`config.mk`:
```
export PLATFORM = sky130hd
export DESIGN_NAME = variable_latency_interconnect
export DESIGN_NICKNAME = d
export VERILOG_FILES = /design/src/source/tcdm_pkg.sv /design/src/source/tcdm_req_xbar.sv /design/src/source/tcdm_resp_xbar.sv /design/src/source/variable_latency_interconnect.sv
export SDC_FILE = /design/constraint.sdc
export NUM_CORES = 1
export LEC_CHECK = 0
export ABC_CLOCK_PERIOD_IN_PS = 2850
export BUFFER_PORTS_ARGS = -buffer_cell sky130_fd_sc_hd__buf_2
export CAP_MARGIN = 20
export CORE_AREA = 2 2 266 268
export CTS_CLUSTER_DIAMETER = 60
export DETAILED_ROUTE_END_ITERATION = 16
export DIE_AREA = 0 0 268 270
export GPL_ROUTABILITY_DRIVEN = 1
export PLACE_DENSITY = 0.38
export SLEW_MARGIN = 15
export SYNTH_ARGS = -nofsm -noshare
export SYNTH_HDL_FRONTEND = slang
export SYNTH_SLANG_ARGS = --single-unit
```
`constraint.sdc`:
```
create_clock -name clk_i -period 2.85 [get_ports clk_i]
set_input_delay 0.1425 -clock clk_i [delete_from_list [all_inputs] [get_ports clk_i]]
set_output_delay 0.1425 -clock clk_i [all_outputs]
set_load 0.03 [all_outputs]
```
`src/source/tcdm_pkg.sv`:
```
// ~~~~~~~~~~~~~~~~~~~~~~~~~~~~~~~~~~~~~~
// TCDM cluster package
// Sizes, address fields and vector types
// shared by the interconnect and the banks
// ~~~~~~~~~~~~~~~~~~~~~~~~~~~~~~~~~~~~~~

`default_nettype none

package tcdm_pkg;

  // Cluster dimensions
  localparam int unsigned NumIn  = 4;   // Initiators
  localparam int unsigned NumOut = 4;   // Banks

  // Word and address widths
  localparam int unsigned AddrWidth = 16;               // Byte address on initiator side
  localparam int unsigned DataWidth = 32;
  localparam int unsigned BeWidth   = DataWidth / 8;    // One strobe per byte

  // Address split, low to high: byte offset, bank select, row
  localparam int unsigned ByteOffWidth = 2;
  localparam int unsigned BankSelWidth = 2;   // log2 of NumOut
  localparam int unsigned RowWidth     = 6;   // 64 words per bank

  // Initiator index carried with each request
  localparam int unsigned IniIdxWidth = 2;    // log2 of NumIn

  // Request payload routed through the crossbar: wen, be, row, wdata
  localparam int unsigned ReqAggWidth = 1 + BeWidth + RowWidth + DataWidth;

  typedef logic [AddrWidth-1:0]    addr_t;
  typedef logic [DataWidth-1:0]    data_t;
  typedef logic [BeWidth-1:0]      be_t;
  typedef logic [RowWidth-1:0]     row_t;
  typedef logic [BankSelWidth-1:0] tgt_idx_t;    // Bank number
  typedef logic [IniIdxWidth-1:0]  ini_idx_t;    // Initiator number
  typedef logic [ReqAggWidth-1:0]  req_agg_t;

endpackage : tcdm_pkg

`default_nettype wire

```
`src/source/tcdm_req_xbar.sv`:
```
// ~~~~~~~~~~~~~~~~~~~~~~~~~~~~~~~~~~~~~~
// TCDM request crossbar
// Round-robin arbitration per bank over
// the initiators, payload and index muxing
// ~~~~~~~~~~~~~~~~~~~~~~~~~~~~~~~~~~~~~~

`timescale 1ns/10ps
`default_nettype none

module tcdm_req_xbar import tcdm_pkg::*; (
  input  logic                          clk_i,
  input  logic                          rst_n_i,
  // Initiator side
  input  logic     [NumIn-1:0]          valid_i,
  output logic     [NumIn-1:0]          ready_o,
  input  tgt_idx_t [NumIn-1:0]          tgt_i,    // Addressed bank
  input  req_agg_t [NumIn-1:0]          data_i,   // Aggregated request
  // Bank side
  output logic     [NumOut-1:0]         valid_o,
  input  logic     [NumOut-1:0]         ready_i,
  output ini_idx_t [NumOut-1:0]         ini_o,    // Winning initiator
  output req_agg_t [NumOut-1:0]         data_o
);

  // One-hot grant, bank by initiator
  logic [NumOut-1:0][NumIn-1:0] gnt_oh;

  for (genvar t = 0; t < NumOut; t++) begin : gen_tgt
    logic [NumIn-1:0] req_mask;   // Initiators asking for this bank
    ini_idx_t         rr_ptr_q;   // Initiator with top priority
    ini_idx_t         gnt_idx;
    logic             gnt_vld;

    always_comb begin : find_requests
      for (int i = 0; i < NumIn; i++) begin
        req_mask[i] = valid_i[i] && (tgt_i[i] == tgt_idx_t'(t));
      end
    end

    // Scan from lowest priority up, so the last hit is nearest the pointer
    always_comb begin : pick_winner
      ini_idx_t cand;
      gnt_vld = 1'b0;
      gnt_idx = rr_ptr_q;
      for (int k = NumIn - 1; k >= 0; k--) begin
        cand = rr_ptr_q + ini_idx_t'(k);   // Wraps modulo NumIn
        if (req_mask[cand]) begin
          gnt_vld = 1'b1;
          gnt_idx = cand;
        end
      end
    end

    for (genvar i = 0; i < NumIn; i++) begin : gen_gnt
      assign gnt_oh[t][i] = gnt_vld && (gnt_idx == ini_idx_t'(i));
    end

    assign valid_o[t] = gnt_vld;
    assign ini_o[t]   = gnt_idx;           // Travels with the request for the return path
    assign data_o[t]  = data_i[gnt_idx];

    // Move past the winner once its request is taken
    always_ff @(posedge clk_i) begin
      if (!rst_n_i) begin
        rr_ptr_q <= '0;
      end else if (gnt_vld && ready_i[t]) begin
        rr_ptr_q <= gnt_idx + ini_idx_t'(1);
      end
    end
  end : gen_tgt

  // Ready goes back only to the granted initiator of a ready bank
  always_comb begin : route_ready
    ready_o = '0;
    for (int i = 0; i < NumIn; i++) begin
      for (int t = 0; t < NumOut; t++) begin
        if (gnt_oh[t][i] && ready_i[t]) begin
          ready_o[i] = 1'b1;
        end
      end
    end
  end

endmodule : tcdm_req_xbar

`default_nettype wire

```
`src/source/tcdm_resp_xbar.sv`:
```
// ~~~~~~~~~~~~~~~~~~~~~~~~~~~~~~~~~~~~~~
// TCDM response crossbar
// Routes read data back by initiator index,
// round-robin over banks per initiator
// ~~~~~~~~~~~~~~~~~~~~~~~~~~~~~~~~~~~~~~

`timescale 1ns/10ps
`default_nettype none

module tcdm_resp_xbar import tcdm_pkg::*; (
  input  logic                  clk_i,
  input  logic                  rst_n_i,
  // Bank side
  input  logic     [NumOut-1:0] valid_i,
  output logic     [NumOut-1:0] ready_o,
  input  ini_idx_t [NumOut-1:0] ini_i,     // Destination initiator
  input  data_t    [NumOut-1:0] data_i,
  // Initiator side
  output logic     [NumIn-1:0]  valid_o,
  input  logic     [NumIn-1:0]  ready_i,
  output data_t    [NumIn-1:0]  data_o
);

  logic [NumIn-1:0][NumOut-1:0] gnt_oh;   // Initiator by bank

  for (genvar i = 0; i < NumIn; i++) begin : gen_ini
    logic [NumOut-1:0] rsp_mask;   // Banks holding data for us
    tgt_idx_t          rr_ptr_q;
    tgt_idx_t          gnt_idx;
    logic              gnt_vld;

    always_comb begin : find_responses
      for (int t = 0; t < NumOut; t++) begin
        rsp_mask[t] = valid_i[t] && (ini_i[t] == ini_idx_t'(i));
      end
    end

    // Same priority walk as the request side, over banks
    always_comb begin : pick_winner
      tgt_idx_t cand;
      gnt_vld = 1'b0;
      gnt_idx = rr_ptr_q;
      for (int k = NumOut - 1; k >= 0; k--) begin
        cand = rr_ptr_q + tgt_idx_t'(k);
        if (rsp_mask[cand]) begin
          gnt_vld = 1'b1;
          gnt_idx = cand;
        end
      end
    end

    for (genvar t = 0; t < NumOut; t++) begin : gen_gnt
      assign gnt_oh[i][t] = gnt_vld && (gnt_idx == tgt_idx_t'(t));
    end

    assign valid_o[i] = gnt_vld;
    assign data_o[i]  = data_i[gnt_idx];   // Held by the bank slot while stalled

    always_ff @(posedge clk_i) begin
      if (!rst_n_i) begin
        rr_ptr_q <= '0;
      end else if (gnt_vld && ready_i[i]) begin
        rr_ptr_q <= gnt_idx + tgt_idx_t'(1);   // Next bank first
      end
    end
  end : gen_ini

  // Drain only the chosen bank
  always_comb begin : route_ready
    ready_o = '0;
    for (int t = 0; t < NumOut; t++) begin
      for (int i = 0; i < NumIn; i++) begin
        if (gnt_oh[i][t] && ready_i[i]) begin
          ready_o[t] = 1'b1;
        end
      end
    end
  end

endmodule : tcdm_resp_xbar

`default_nettype wire

```
`src/source/variable_latency_interconnect.sv`:
```
// ~~~~~~~~~~~~~~~~~~~~~~~~~~~~~~~~~~~~~~
// Variable latency interconnect
// Address decode plus request and response
// crossbars working side by side
// ~~~~~~~~~~~~~~~~~~~~~~~~~~~~~~~~~~~~~~

`timescale 1ns/10ps
`default_nettype none

module variable_latency_interconnect import tcdm_pkg::*; (
  input  logic                  clk_i,
  input  logic                  rst_n_i,
  // Initiator side
  input  logic     [NumIn-1:0]  req_valid_i,
  output logic     [NumIn-1:0]  req_ready_o,
  input  addr_t    [NumIn-1:0]  req_addr_i,     // Byte address
  input  logic     [NumIn-1:0]  req_wen_i,
  input  data_t    [NumIn-1:0]  req_wdata_i,
  input  be_t      [NumIn-1:0]  req_be_i,
  output logic     [NumIn-1:0]  resp_valid_o,
  input  logic     [NumIn-1:0]  resp_ready_i,
  output data_t    [NumIn-1:0]  resp_rdata_o,
  // Bank side
  output logic     [NumOut-1:0] req_valid_o,
  input  logic     [NumOut-1:0] req_ready_i,
  output ini_idx_t [NumOut-1:0] req_ini_o,      // Requesting initiator
  output row_t     [NumOut-1:0] req_row_o,      // Word inside the bank
  output logic     [NumOut-1:0] req_wen_o,
  output data_t    [NumOut-1:0] req_wdata_o,
  output be_t      [NumOut-1:0] req_be_o,
  input  logic     [NumOut-1:0] resp_valid_i,
  output logic     [NumOut-1:0] resp_ready_o,
  input  ini_idx_t [NumOut-1:0] resp_ini_i,
  input  data_t    [NumOut-1:0] resp_rdata_i
);

  tgt_idx_t [NumIn-1:0]  tgt_sel;        // Bank picked by each initiator
  req_agg_t [NumIn-1:0]  data_agg_in;
  req_agg_t [NumOut-1:0] data_agg_out;

  for (genvar j = 0; j < NumIn; j++) begin : gen_inputs
    // Bank select sits just above the byte offset, row above that
    assign tgt_sel[j]     = req_addr_i[j][ByteOffWidth +: BankSelWidth];
    assign data_agg_in[j] = {req_wen_i[j], req_be_i[j],
                             req_addr_i[j][ByteOffWidth + BankSelWidth +: RowWidth],
                             req_wdata_i[j]};
  end

  // Unpack on the bank side, same field order
  for (genvar k = 0; k < NumOut; k++) begin : gen_outputs
    assign {req_wen_o[k], req_be_o[k], req_row_o[k], req_wdata_o[k]} = data_agg_out[k];
  end

  tcdm_req_xbar u_req_xbar (
    .clk_i   (clk_i),
    .rst_n_i (rst_n_i),
    .valid_i (req_valid_i),
    .ready_o (req_ready_o),
    .tgt_i   (tgt_sel),
    .data_i  (data_agg_in),
    .valid_o (req_valid_o),
    .ready_i (req_ready_i),
    .ini_o   (req_ini_o),
    .data_o  (data_agg_out)
  );

  tcdm_resp_xbar u_resp_xbar (
    .clk_i   (clk_i),
    .rst_n_i (rst_n_i),
    .valid_i (resp_valid_i),
    .ready_o (resp_ready_o),
    .ini_i   (resp_ini_i),     // Return route chosen by request index
    .data_i  (resp_rdata_i),
    .valid_o (resp_valid_o),
    .ready_i (resp_ready_i),
    .data_o  (resp_rdata_o)
  );

endmodule : variable_latency_interconnect

`default_nettype wire

```
After elaboration in Yosys (flattened, before gate mapping)
Index checks and enable logic that the tools add are counted.
W data, S select, Z words.
- equality and inequality tests: 48
- multiplexer cells: 176
- reduce and logical (&&, ||, !) cells: 120
- magnitude comparators: 40
- $add $sub $neg: 32
- operators with widths (cell ; count):
    $bmux W43 S2 ; 4
    $bmux W32 S2 ; 4
    $mux W43 ; 4
    $mux W32 ; 4
    $lt A2 B3 Y1 const B ; 40
    $logic_and A1 B1 Y1 ; 104
    $mux W1 ; 96
    $bmux W1 S2 ; 32
    $eq A2 B2 Y1 const B ; 32
    $mux W2 ; 32
    $add A2 B1 Y2 const B ; 16
    $add A2 B2 Y2 const B ; 16
    $eq A2 B1 Y1 const B ; 16
    $logic_not A2 Y1 ; 16
- output and inout port bits: 324
- bits in registers: 16

Depth between registers and ports, before layout
Gate-level depths: netlist (run 1).
- depth in word-level cells: 15
- depth in mapped cells: 10
- gate-level depth less buffers: 8

Cells and area by module
Synthesis (run 1) repeated with hierarchy kept, for this count alone.
- cells, all modules: 1273
- area, all modules: 11946.5 um^2
- modules (own cells, without submodules) (module ; cells an instance ; instances ; sequential area each (um^2) ; area each (um^2)):
    tcdm_req_xbar ; 711 ; 1 ; 160.2 ; 6687.7
    tcdm_resp_xbar ; 562 ; 1 ; 160.2 ; 5258.8

Worst setup path before layout (run 1)
No wires, ideal clock.
- path type: flip-flop to output port
- start: register u_req_xbar.gen_tgt[2].rr_ptr_q[1]
- end: output port req_ready_o[0]
- data arrival time: 3015 ps
- buffers on the path: 1
- setup slack: -307 ps
- cell stages (with the launch flop): 9
- path through: dfxtp_1 > and4b_1 > o22ai_1 > a222oi_1 > bufinv_8 > buf_6 > ha_1 > a22oi_1 > o221ai_1
- RTL lines (element ; line ; RTL):
    start: declaration ; tcdm_req_xbar.sv:30 ; ini_idx_t rr_ptr_q;
    start signal: assignment ; tcdm_req_xbar.sv:67 ; rr_ptr_q <= gnt_idx + ini_idx_t'(1);
    end: declaration ; variable_latency_interconnect.sv:15 ; output logic [NumIn-1:0] req_ready_o,

==> impl_metrics.py, run 1 <==
metrics = {
    "global_route": {
        "grtUsageTotal_pct": 17.5,
        "grt_max_degree": 61,
        "grt_first_pass_wirelength_mm": 98.1,
        "grt_antenna_before_repair": 22,
        "grt.overflow.total": 0,
        "first_global_vias": 14467,
    },
    "layout": {
        "layout_cell_share_with_drive_strength_beyond_1_pct": 45.3,
        "finish.net_count": 2257,
        "fillers": 7703,
        "flow.area_growth_from_synthesis_pct": 40.8,
    },
    "sta": {
        "timing.clock.skew_ns": 0.00109,
        "finalMaxSlewViolations": 0,
        "period_needed_ns": 2.76,
        "setup_viol": 0,
        "max_freq_mhz": 363,
        "final_period_util_pct": 96.8,
        "timing.final.ws_setup_ns": 0.0917,
        "rsz0062_at_grt": "yes",
        "max_slew_margin_pct": 43.6,
        "worstMarginPinSlew_ns": 0.844,
        "fin_setup_tns_ns": 0,
        "hold_viol": 0,
    },
    "clock_network": {
        "clock_insertion_delay_worst_skew_ns": 0.25,
        "tritoncts": "yes",
        "htreeDepth": 1,
        "max-clock-path-buffers": 2,
        "post_cts_hold_buffer_count": 0,
        "cts.sinks": 16,
        "clk_root_buffer_cell": "clkbuf_16",
        "tritoncts.num_buffers": 3,
        "clkTransAtPathRegs_ns": 0.06,
    },
    "worst_setup_path": {
        "crit_type": "reg2out",
        "reg2reg_slack_ns": 0.71,
        "worstPathRequired_ns": 2.71,
        "timing.critical_path.fanout_max": 8,
        "arrival_worst_endpoint_ns": 2.62,
        "cp-start-kind": "flop",
        "critical_path.endpoint_type": "output port",
    },
    "routing": {
        "drc": 0,
        "routed-wl-met2_mm": 34.5,
        "route.antenna.remaining_nets": 0,
        "wl_met1_mm": 27.4,
        "detailedRoute.firstIterationViolations": 861,
        "detail_route.wl_per_cell_um": 24.3,
        "top_signal_layer_used": "met5",
        "dr_total_vias": 14610,
        "wl_met3_mm": 5.54,
        "viasPerCell": 5.16,
        "firstDrtPassIters": 5,
        "totalWireLength_mm": 68.8,
    },
    "power": {
        "power-per-cell-area_nw_per_um2": 450,
        "vdd.ir_drop.worst_v": 0.000236,
        "leakagePower_nw": 8.25,
        "overall_power_mw": 7.53,
    },
    "synthesis": {
        "post_synth_num_cell_types": 72,
        "post_synth.cell_area_avg_sq_um": 9.08,
        "yosys_reg_bits": 16,
        "ys_async_sr_fraction_pct": 0,
        "number_of_flops_mapped_to_enable_cells_by_yosys": 0,
        "yosysWarnings": 0,
        "synth.net_count": 1691,
        "synth_seq_area_share_pct": 2.69,
        "mapped_cells": 1309,
        "syn_area_sq_um": 11900,
        "synth_top_flop_cell": "dfxtp_1",
    },
    "floorplanning": {
        "die_area_sq_um": 72400,
        "placement_rows": 97,
        "start_util_pct": 17.1,
        "die_w_um": 268,
        "pin_count": 690,
        "die_y_um": 270,
        "core_area_sq_um": 69500,
    },
    "placement": {
        "placement.io_buffers": 657,
        "pre_cts_slack_ns": 0.205,
        "finalWeightedCongestion": 0.889,
        "hpwl_mm": 54.3,
    },
    "hold_path": {
        "hold_path.class": "in2reg",
    },
    "outcome": {
        "run_status": "finished clean",
    },
    "flow_run": {
        "cap_viol_max_count": 0,
    },
}
flip-flops by register name, summed over array words and instances, names as in the netlist:
register,count
u_req_xbar.gen_tgt.rr_ptr_q,8
u_resp_xbar.gen_ini.rr_ptr_q,8
per-stage QoR:
step / hold slack [ns] / area, sq um / cells / util (%)
after floorplan: 0.275 / 12000 / 1309 / -
after global placement: 0.511 / 16500 / 2802 / 23.7
after detailed placement: 0.500 / 16500 / 2802 / 23.7
after CTS: 0.229 / 16600 / 2805 / 23.8
after global routing: 0.232 / 16700 / 2825 / 24.1
final: 0.231 / 16700 / 2830 / 24.1
critical path, cell delays in order, from the launching register on:
cell and delay (ns):
dfxtp_1 0.33, or4b_2 0.71, o211a_1 0.19, o21ai_4 0.17
buf_12 0.15, buf_12 0.14, buf_12 0.13, mux2i_1 0.28
buf_2 0.26
worst paths after layout:
| path | startpoint | endpoint | cells after the start |
|---|---|---|---|
| setup reg to reg | u_req_xbar.gen_tgt[0].rr_ptr_q[0]$_SDFFE_PN0P_ | u_req_xbar.gen_tgt[0].rr_ptr_q[1]$_SDFFE_PN0P_ | 8 |
| setup / recovery | u_req_xbar.gen_tgt[0].rr_ptr_q[0]$_SDFFE_PN0P_ | req_wdata_o[27] | 8 |
| hold reg to reg | u_resp_xbar.gen_ini[3].rr_ptr_q[0]$_SDFFE_PN0P_ | u_resp_xbar.gen_ini[3].rr_ptr_q[0]$_SDFFE_PN0P_ | 2 |
| hold / removal | rst_n_i | u_resp_xbar.gen_ini[1].rr_ptr_q[0]$_SDFFE_PN0P_ | 2 |
metal layers:
| layer | global-route usage (%) | vias to the layer above |
|---|---|---|
| li1 | - | 6492 |
| met1 | 21.2 | 7333 |
| met2 | 31.1 | 705 |
| met3 | 3.87 | 70 |
| met4 | 4.09 | 10 |
| met5 | 0 | - |
cells in the final DEF (no fill, tap or decap), drive strengths merged, types with 13 or more instances in the layout:
cell / synthesis / final
buf: 81 / 718
inv: 20 / 20
dfxtp: 16 / 16
nand3: 58 / 58
mux4: 75 / 75
ha: 16 / 16
diode: 0 / 17
nand4: 133 / 133
o31ai: 45 / 45
mux2i: 549 / 549
nand3b: 14 / 14
o21ai: 13 / 13
nor2: 21 / 21
a22o: 43 / 43
repair_timing:
action	in CTS	in global routing
endpoints found under the setup margin	0	18
resized for setup	0	5
setup buffers	0	7
logic make-up after synthesis:
kind of cell / Yosys count / share of synthesized area [%]
AO/OA/AOI/OAI: 181 / 11.9
AND/OR/NAND/NOR: 290 / 15.3
flip-flops: 16 / 2.69
multiplexers: 624 / 60.4
buffers and inverters: 180 / 7.84
XOR/XNOR: 2 / 0.147
adder cells (fa/ha/maj): 16 / 1.68
cell type report:
cell class	instances	area (sq um)	area share [%]
antenna	17	42.5	0.254
clock buffer	3	75.1	0.448
inverter	22	123	0.733
multi-input combinational	1113	10800	64.7
sequential	16	323	1.93
tap	940	1180	7.03
timing repair buffer	719	4160	24.9
cell usage after synthesis (all sizes together) (3+ instances only):
cell type  number  area share [%]
nor2           21            0.68
a21oi          11            0.46
o22ai           8            0.42
mux2i         549              46
o32a            3            0.25
nand4         133             7.0
a22o           43             3.2
nand3b         14            0.92
o221ai         11            0.81
o21a            3            0.19
nand3          58             2.6
nand2           9            0.28
or3b            7            0.52
nor3            3            0.22
and3            8            0.46
a2bb2oi         4            0.29
o31ai          45             2.8
ha             16             1.7
clkbuf         77             2.4
dfxtp          16             2.7
mux4           75              14
buf            81             4.5
o211ai          3            0.19
o211a           4            0.34
inv            20            0.63
and3b           8            0.62
a22oi           8            0.51
a311oi          4            0.29
nor3b           4            0.25
and2            7            0.37
o21ai          13            0.55
a211oi          5            0.32
power by group:
group,leakage [nW],switching (mW),internal (mW)
logic,8.08,4.52,2.45
registers,0.132,0.0289,0.244
clock network,0.0371,0.100,0.185
total,8.25,4.65,2.88
(Power assumes the default switching activity.)
==> run 2: changes to the inputs <==
--- a/config.mk
+++ b/config.mk
@@ -6,14 +6,15 @@
 export NUM_CORES = 1
 export LEC_CHECK = 0
 export ABC_CLOCK_PERIOD_IN_PS = 2850
-export BUFFER_PORTS_ARGS = -buffer_cell sky130_fd_sc_hd__buf_2
 export CAP_MARGIN = 20
 export CORE_AREA = 2 2 266 268
 export CTS_CLUSTER_DIAMETER = 60
 export DETAILED_ROUTE_END_ITERATION = 16
 export DIE_AREA = 0 0 268 270
+export DONT_BUFFER_PORTS = 1
 export GPL_ROUTABILITY_DRIVEN = 1
-export PLACE_DENSITY = 0.38
+export PLACE_DENSITY = 0.3
+export SETUP_SLACK_MARGIN = 0.4
 export SLEW_MARGIN = 15
 export SYNTH_ARGS = -nofsm -noshare
 export SYNTH_HDL_FRONTEND = slang
==> run 2 against run 1 <==
Effect of this change: clock-buffer cell count did not move; die area stayed put; critical endpoint is now req_wdata_o[26]; sequential power about the same; first-iteration DRC count up 11%; fmax is 11% higher; largest power group unchanged.
==> impl_metrics.py, run 2 (same netlist as run 1, synthesis figures left out) <==
metrics = {
    "sta": {
        "setup_viol": 0,
        "max_slew_margin_pct": 54.3,
        "timing.clock.skew_ns": 0.000508,
        "worstMarginPinSlew_ns": 0.685,
        "final_period_util_pct": 87.5,
        "finalMaxSlewViolations": 0,
        "rsz0062_at_grt": "yes",
        "period_needed_ns": 2.49,
        "hold-worst-slack_ns": 0.0245,
        "max_freq_mhz": 401,
        "hold_viol": 0,
        "timing.final.ws_setup_ns": 0.356,
    },
    "routing": {
        "viasPerCell": 5.49,
        "dr_total_vias": 13810,
        "detail_route.wl_per_cell_um": 31.0,
        "totalWireLength_mm": 77.9,
        "route.antenna.remaining_nets": 0,
        "detailedRoute.firstIterationViolations": 953,
        "firstDrtPassIters": 5,
        "drc": 0,
    },
    "floorplanning": {
        "placement_rows": 97,
        "die_y_um": 270,
        "pin_count": 690,
        "start_util_pct": 17.1,
        "core_area_sq_um": 69500,
        "die_w_um": 268,
        "die_area_sq_um": 72400,
    },
    "placement": {
        "hpwl_mm": 52.9,
        "placement.io_buffers": 0,
        "finalWeightedCongestion": 0.908,
        "pre_cts_slack_ns": 0.189,
    },
    "clock_network": {
        "htreeDepth": 1,
        "clkTransAtPathRegs_ns": 0.06,
        "clk_root_buffer_cell": "clkbuf_16",
        "max-clock-path-buffers": 2,
        "clock_insertion_delay_worst_skew_ns": 0.26,
        "tritoncts": "yes",
        "cts.sinks": 16,
        "tritoncts.num_buffers": 3,
    },
    "global_route": {
        "grt_antenna_before_repair": 4,
        "grt.overflow.total": 0,
        "grt_max_degree": 104,
        "first_global_vias": 13539,
        "grt_first_pass_wirelength_mm": 105,
        "grtUsageTotal_pct": 19.7,
    },
    "hold_path": {
        "hold_path.startpoint": "rst_n_i",
        "hold_path.class": "in2reg",
    },
    "layout": {
        "layout.cells.most_common_list": "538 x mux2i_1, 276 x buf_4, 133 x nand4_1",
        "layout.cells.most_common": "mux2i_1",
        "flow.area_growth_from_synthesis_pct": 47.2,
        "finish.net_count": 1957,
        "layout_top_registers": "u_req_xbar.gen_tgt.rr_ptr_q x8, u_resp_xbar.gen_ini.rr_ptr_q x8",
        "layout_cell_share_with_drive_strength_beyond_1_pct": 38.1,
    },
    "worst_setup_path": {
        "critPathMaxStageDelay_ns": 0.51,
        "cell_repeated_most_along_the_worst_path": "buf_12",
        "cp-start-kind": "flop",
        "timing.critical_path.fanout_max": 7,
        "cpMaxStageDelayCell": "or4b_4",
        "reg2reg_slack_ns": 0.77,
        "worst_setup_path_startpoint": "u_req_xbar.gen_tgt[0].rr_ptr_q[0]$_SDFFE_PN0P_",
        "reg2reg_from": "u_req_xbar.gen_tgt[0].rr_ptr_q[0]$_SDFFE_PN0P_",
        "crit_path_cell_trace": "or4b_4 > a41oi_4 > buf_12 > buf_12 > buf_8 > mux2i_1 > mux2i_2 > buf_4",
        "worstPathRequired_ns": 2.71,
        "arrival_worst_endpoint_ns": 2.35,
        "crit_type": "reg2out",
        "critical_path.endpoint_type": "output port",
    },
    "power": {
        "power-per-cell-area_nw_per_um2": 478,
        "vdd.ir_drop.worst_v": 0.000178,
        "leakagePower_nw": 7.83,
    },
    "outcome": {
        "run_status": "finished clean",
    },
    "flow_run": {
        "cap_viol_max_count": 0,
    },
}
==> run 2: cell types whose count changed in the layout (fill, tap and decap cells not counted), moves of 11 or more <==
cell and delta:
buf_2 -657, buf_4 +247, buf_6 +52, buf_16 +21, nand3_1 -16, nand3_2 +16, diode_2 -15, buf_12 +11
mux2i_1 -11
==> run 2: critical path: cells and delay by family (launching register included) <==
kind / cells / cell delay, ns
compound gates: 1 / 0.26
buf+inv: 4 / 0.66
flops: 1 / 0.33
mux: 2 / 0.32
simple gates: 1 / 0.51
==> run 2: where the power goes <==
| group | internal, mW | switching [mW] | leakage (nW) |
|---|---|---|---|
| clock network | 0.186 | 0.111 | 0.0370 |
| logic | 3.18 | 4.61 | 7.66 |
| registers | 0.245 | 0.0263 | 0.136 |
==> run 2: area by class of cell <==
cell class              count  area (sq um)
diodes                      2          5.00
repair inverters            5          75.1
repair buffers            412          4520
multi-input cells        1115         11200
inverters                  22           135
flip-flops and latches     16           339
well taps                 940          1180
fillers                  7445         52000
clock buffers               3          75.1
==> run 2: per-stage QoR <==
step / cells / setup TNS, ns / util (%) / total power, mW / instance area [sq um]
after floorplan: 1309 / -3.69 / - / 4.91 / 12000
after global placement: 2405 / 0 / 21.8 / 7.04 / 15200
after detailed placement: 2405 / 0 / 21.8 / 7.05 / 15200
after CTS: 2481 / 0 / 24.0 / 8.09 / 16700
after global routing: 2513 / 0 / 25.2 / 8.72 / 17500
final: 2515 / 0 / 25.2 / 8.36 / 17500
==> run 2: worst paths after layout <==
check	end	cells after the start
min	u_req_xbar.gen_tgt[0].rr_ptr_q[1]$_SDFFE_PN0P_	2
max reg2reg	u_req_xbar.gen_tgt[0].rr_ptr_q[1]$_SDFFE_PN0P_	9
min reg2reg	u_resp_xbar.gen_ini[2].rr_ptr_q[1]$_SDFFE_PN0P_	2
max	req_wdata_o[26]	8
==> run 2: routing by layer <==
layer / wire [um] / part of all wire, % / GRT usage [%]
met5: 12 / 0.015 / 0
met4: 1780 / 2.3 / 4.07
met3: 7080 / 9.1 / 6.43
met2: 37600 / 48 / 33.7
met1: 31500 / 40 / 23.8
==> run 2: timing repair <==
item	CTS	global route
hold buffers	1	0
hold endpoints to repair	2	0
buffers inserted	47	20
pin swaps	17	35
resized for setup	111	85
cloned	25	12
endpoints found under the setup margin	261	238
